## src/source/mipsPkg.sv

```systemverilog
package mipsPkg;

    localparam int DataWidth    = 32;
    localparam int MemAddrWidth = 10; // 1024 words
    localparam int RegAddrWidth = 5;

    typedef enum logic [5:0] {
        opRType = 6'b000000,
        opJ     = 6'b000010,
        opJal   = 6'b000011,
        opBeq   = 6'b000100,
        opBgtz  = 6'b000111,
        opOri   = 6'b001101,
        opLui   = 6'b001111,
        opLb    = 6'b100000,
        opLw    = 6'b100011,
        opSh    = 6'b101001,
        opSw    = 6'b101011
    } opcode_e;

    typedef enum logic [5:0] {
        fnSll  = 6'b000000,
        fnJr   = 6'b001000,
        fnAddu = 6'b100001,
        fnSubu = 6'b100011,
        fnSlt  = 6'b101010
    } funct_e;

    typedef enum logic [2:0] {
        aluAdd, aluSub, aluOr, aluLui, aluPassA, aluSll, aluSlt
    } aluOp_e;

    typedef enum logic [2:0] {
        npcSeq, npcBeq, npcJump, npcReg, npcBgtz
    } npcOp_e;

    typedef enum logic [1:0] {wrRt, wrRd, wrRa} wrSel_e;
    typedef enum logic [1:0] {wdAlu, wdMem, wdPcLink} wdSel_e;
    typedef enum logic [1:0] {extZero, extSign} extOp_e;
    typedef enum logic [1:0] {memWord, memHalf, memByte} memType_e;

    typedef enum logic {stIssue, stMem} coreState_e;

    typedef struct packed {
        npcOp_e   npcOp;
        wrSel_e   wrSel;
        wdSel_e   wdSel;
        logic     rfWe;
        extOp_e   extOp;
        logic     aSel;   // 0 rs, 1 shamt
        logic     bSel;   // 0 rt, 1 immediate
        aluOp_e   aluOp;
        logic     dmWe;
        memType_e dmType;
    } ctrl_t;

    typedef struct packed {
        logic                    req;
        logic                    we;
        logic [MemAddrWidth-1:0] addr;
        logic [DataWidth-1:0]    wdata;
        logic [3:0]              be;
    } memReq_t;

    localparam ctrl_t CtrlIdle = '{
        npcOp:  npcSeq,
        wrSel:  wrRt,
        wdSel:  wdAlu,
        rfWe:   1'b0,
        extOp:  extZero,
        aSel:   1'b0,
        bSel:   1'b0,
        aluOp:  aluAdd,
        dmWe:   1'b0,
        dmType: memWord
    };

endpackage
```

## src/source/memArbiter.sv

```systemverilog
`timescale 1ns/1ns

module memArbiter (
    input  mipsPkg::memReq_t dbgReq,
    input  mipsPkg::memReq_t dataReq,
    input  mipsPkg::memReq_t fetchReq,
    output logic             dbgGnt,
    output logic             dataGnt,
    output logic             fetchGnt,
    output mipsPkg::memReq_t memReq
);
    import mipsPkg::*;

    // fixed priority debug > data > fetch
    always_comb begin
        dbgGnt   = 1'b0;
        dataGnt  = 1'b0;
        fetchGnt = 1'b0;
        memReq   = '0;
        if (dbgReq.req) begin
            dbgGnt = 1'b1;
            memReq = dbgReq;
        end else if (dataReq.req) begin
            dataGnt = 1'b1;
            memReq  = dataReq;
        end else if (fetchReq.req) begin
            fetchGnt = 1'b1;
            memReq   = fetchReq;
        end
    end

    gntOneHot: assert final ($onehot0({dbgGnt, dataGnt, fetchGnt}));

endmodule

```

## config.mk

```make
export PLATFORM = sky130hd
export DESIGN_NAME = memArbiter
export DESIGN_NICKNAME = d
export VERILOG_FILES = /design/src/source/mipsPkg.sv /design/src/source/memArbiter.sv
export SDC_FILE = /design/constraint.sdc
export NUM_CORES = 1
export LEC_CHECK = 0
export ABC_AREA = 1
export BUFFER_PORTS_ARGS = -buffer_cell sky130_fd_sc_hd__clkbuf_2
export CORE_AREA = 2 2 76 78
export DETAILED_ROUTE_END_ITERATION = 16
export DIE_AREA = 0 0 78 80
export MAX_ROUTING_LAYER = met4
export PLACE_DENSITY = 0.82
export SYNTH_ARGS = -nofsm -noshare
export SYNTH_HDL_FRONTEND = slang
export SYNTH_SLANG_ARGS = --single-unit
```

## constraint.sdc

```tcl
create_clock -name vclk -period 1.45
set_input_delay 0.0725 -clock vclk [all_inputs]
set_output_delay 0.0725 -clock vclk [all_outputs]
set_load 0.05 [all_outputs]
```

==> results.md <==
* Dpl hpwl at ~4.2 mm
* Post-synth top area share at between 30% and 40%
* Initial Util at 27.5%
* Startpoint Class: input pin
* Status: finished, final reports clean
* Critical Path RT at 1.38 ns
* Slew @ Worst Pin at between 0.2 and 0.3 ns
* Total track usage at between 15 and 20%
* Fin crit period at between 1 and 1.5 ns
* IO Count at approximately 200
* Ranking of synthesized cells by area: nand2_1 36%, nand3_1 29%, inv_1 12%
* Seq cells at 0
* Fin. Hold Viols at 0
* DP Worst Slack at 0.303 ns
* First-pass GRT wire length at between 8 and 9 mm
* # DRC at 0
* First-pass DRT Iterations at 4
* Highest Clock Rate at 880 MHz
* Total setup buffers inserted after CTS at 0
* Vias at around 2,500
* Synth top cells by count: 141 x nand2_1, 85 x nand3_1, 49 x inv_1
* Total Neg Setup Slack at 0 ns
* P per Cell Area at between 400 and 500 nW/um^2
* Vias per inst at between 4 and 5
* Syn Nets at 461
* Arrival @ worst endpoint at 1.06 ns
* CP Cell Sequence: clkbuf_2, inv_4, buf_12, nand3_1, nand2_1, inv_1, nand2_1, clkbuf_2
* Cell area after layout at ~2500 sq um
* Max rail drop VDD at 219 uV
* Final #Nets at about 640
* Crit-path max FO at between 40 and 50
* Core Area at between 5000 and 6000 sq um
* Post-synthesis sequential area ratio at 0%
* Gp weighted congestion at roughly 0.73
* DRT antenna net count at 0
* Final Cycle Share at between 70% and 80%
* Max Slew Vio Count at 0
* Max stage delay on crit path at roughly 0.27 ns
* Worst rel slew slack at just over 80%
* PortBufs at 195
* Synth cell types at 12
* Layout fillers at approximately 600
* Core Util, Final at a little under half
* Synth Warn # at 0
* Post_cts resized at 0
* Total Die Area at about 6200 sq um
* Hold WS at approximately 0.53 ns
* Wire per inst at 9.70 um
* Min-delay worst type: input pin to primary output
* Vias in the first global route at about 2,200
* WHS Path Cells at 4
* Die Ht at about 80 um
* Total Wirelength at 5.44 mm
* P&R area growth vs syn at 65.6%
* Max_cap viols at 0
* Hold Buf Count CTS at 0
* Largest net degree at the start of global routing at 51
* Antenna cells at 0
* First DRT Iteration DRCs at 80
* Layout cells sized above 1 at 43.6%
* Chip width at roughly 78 um
* Syn Std Cell Area at about 1500 sq um
* Clock buf count at 0
* Yosys top cell by area: nand2_1
* Syn Inst Count at around 320
* Most frequent cell after synthesis: nand2_1
* RSZ-0062 raised after global routing: false
* Grt ovf at 0
* Reg area at 0 sq um
* Crit end category: primary output
* FP Rows at 27
* Static leakage at roughly 1.7 nW
* Critical path's slowest cell: clkbuf_2
* Critical path class: input pin to primary output
* Placed cell area at about 2500 sq um
* Final WS setup at ~0.31 ns
* Endpoints failing setup at 0
* Avg Inst Size Synth at roughly 4.7 sq um
* Initial antenna violation count at 0
==> final cells by class <==
class	count	area (sq um)	share of cell area, %
Timing Repair Buffer	200	1110	44.9
Multi-Input combinational cell	239	1080	43.8
Inverter	50	190	7.71
Tap cell	72	90.1	3.65
==> per-layer routing <==
layer	GRT usage [%]	share of wire [%]	vias to the layer above	wire [um]
met2	34.1	52	129	2820
met5	-	0	-	0
met3	2.38	10	2	555
li1	-	-	1314	-
met4	2.46	0.22	0	12
met1	16.2	38	1053	2050
==> kinds of logic after synthesis <==
kind of cell / count (synthesis) / synth area share, %
simple gates: 239 / 72.2
buf+inv: 78 / 27.8
==> power by group <==
group	internal, W	switching (W)	total, W
Clock	0	0	0
Sequential	0	0	0
Combinational	0.000352	0.000750	0.00110
==> through the flow <==
step	total power, W	instances
floorplan	0.000758	317
finish	0.00110	561
CTS	0.00111	561
global placement	0.00109	561
global route	0.00119	561
detailed placement	0.00111	561
==> cells in the final DEF (no fill, tap or decap) <==
cell and instances:
inv_4 1, clkbuf_2 193, buf_12 7, nor2_4 1
nor2_1 1, nand3_2 10, nor3_2 1, inv_1 49
nand3_1 85, nand2_1 141
==> critical path, delay by kind of cell <==
| family | cells | cell delay [ns] |
|---|---|---|
| AND/OR/NAND/NOR | 3 | 0.22 |
| buffers and inverters | 5 | 0.75 |
==> worst paths after layout <==
kind	end	slack [ns]	from
max	memReq[45]	0.31	dbgReq[47]
min	memReq[10]	0.53	fetchReq[10]
Note: power is estimated with default switching activity, not from simulation.
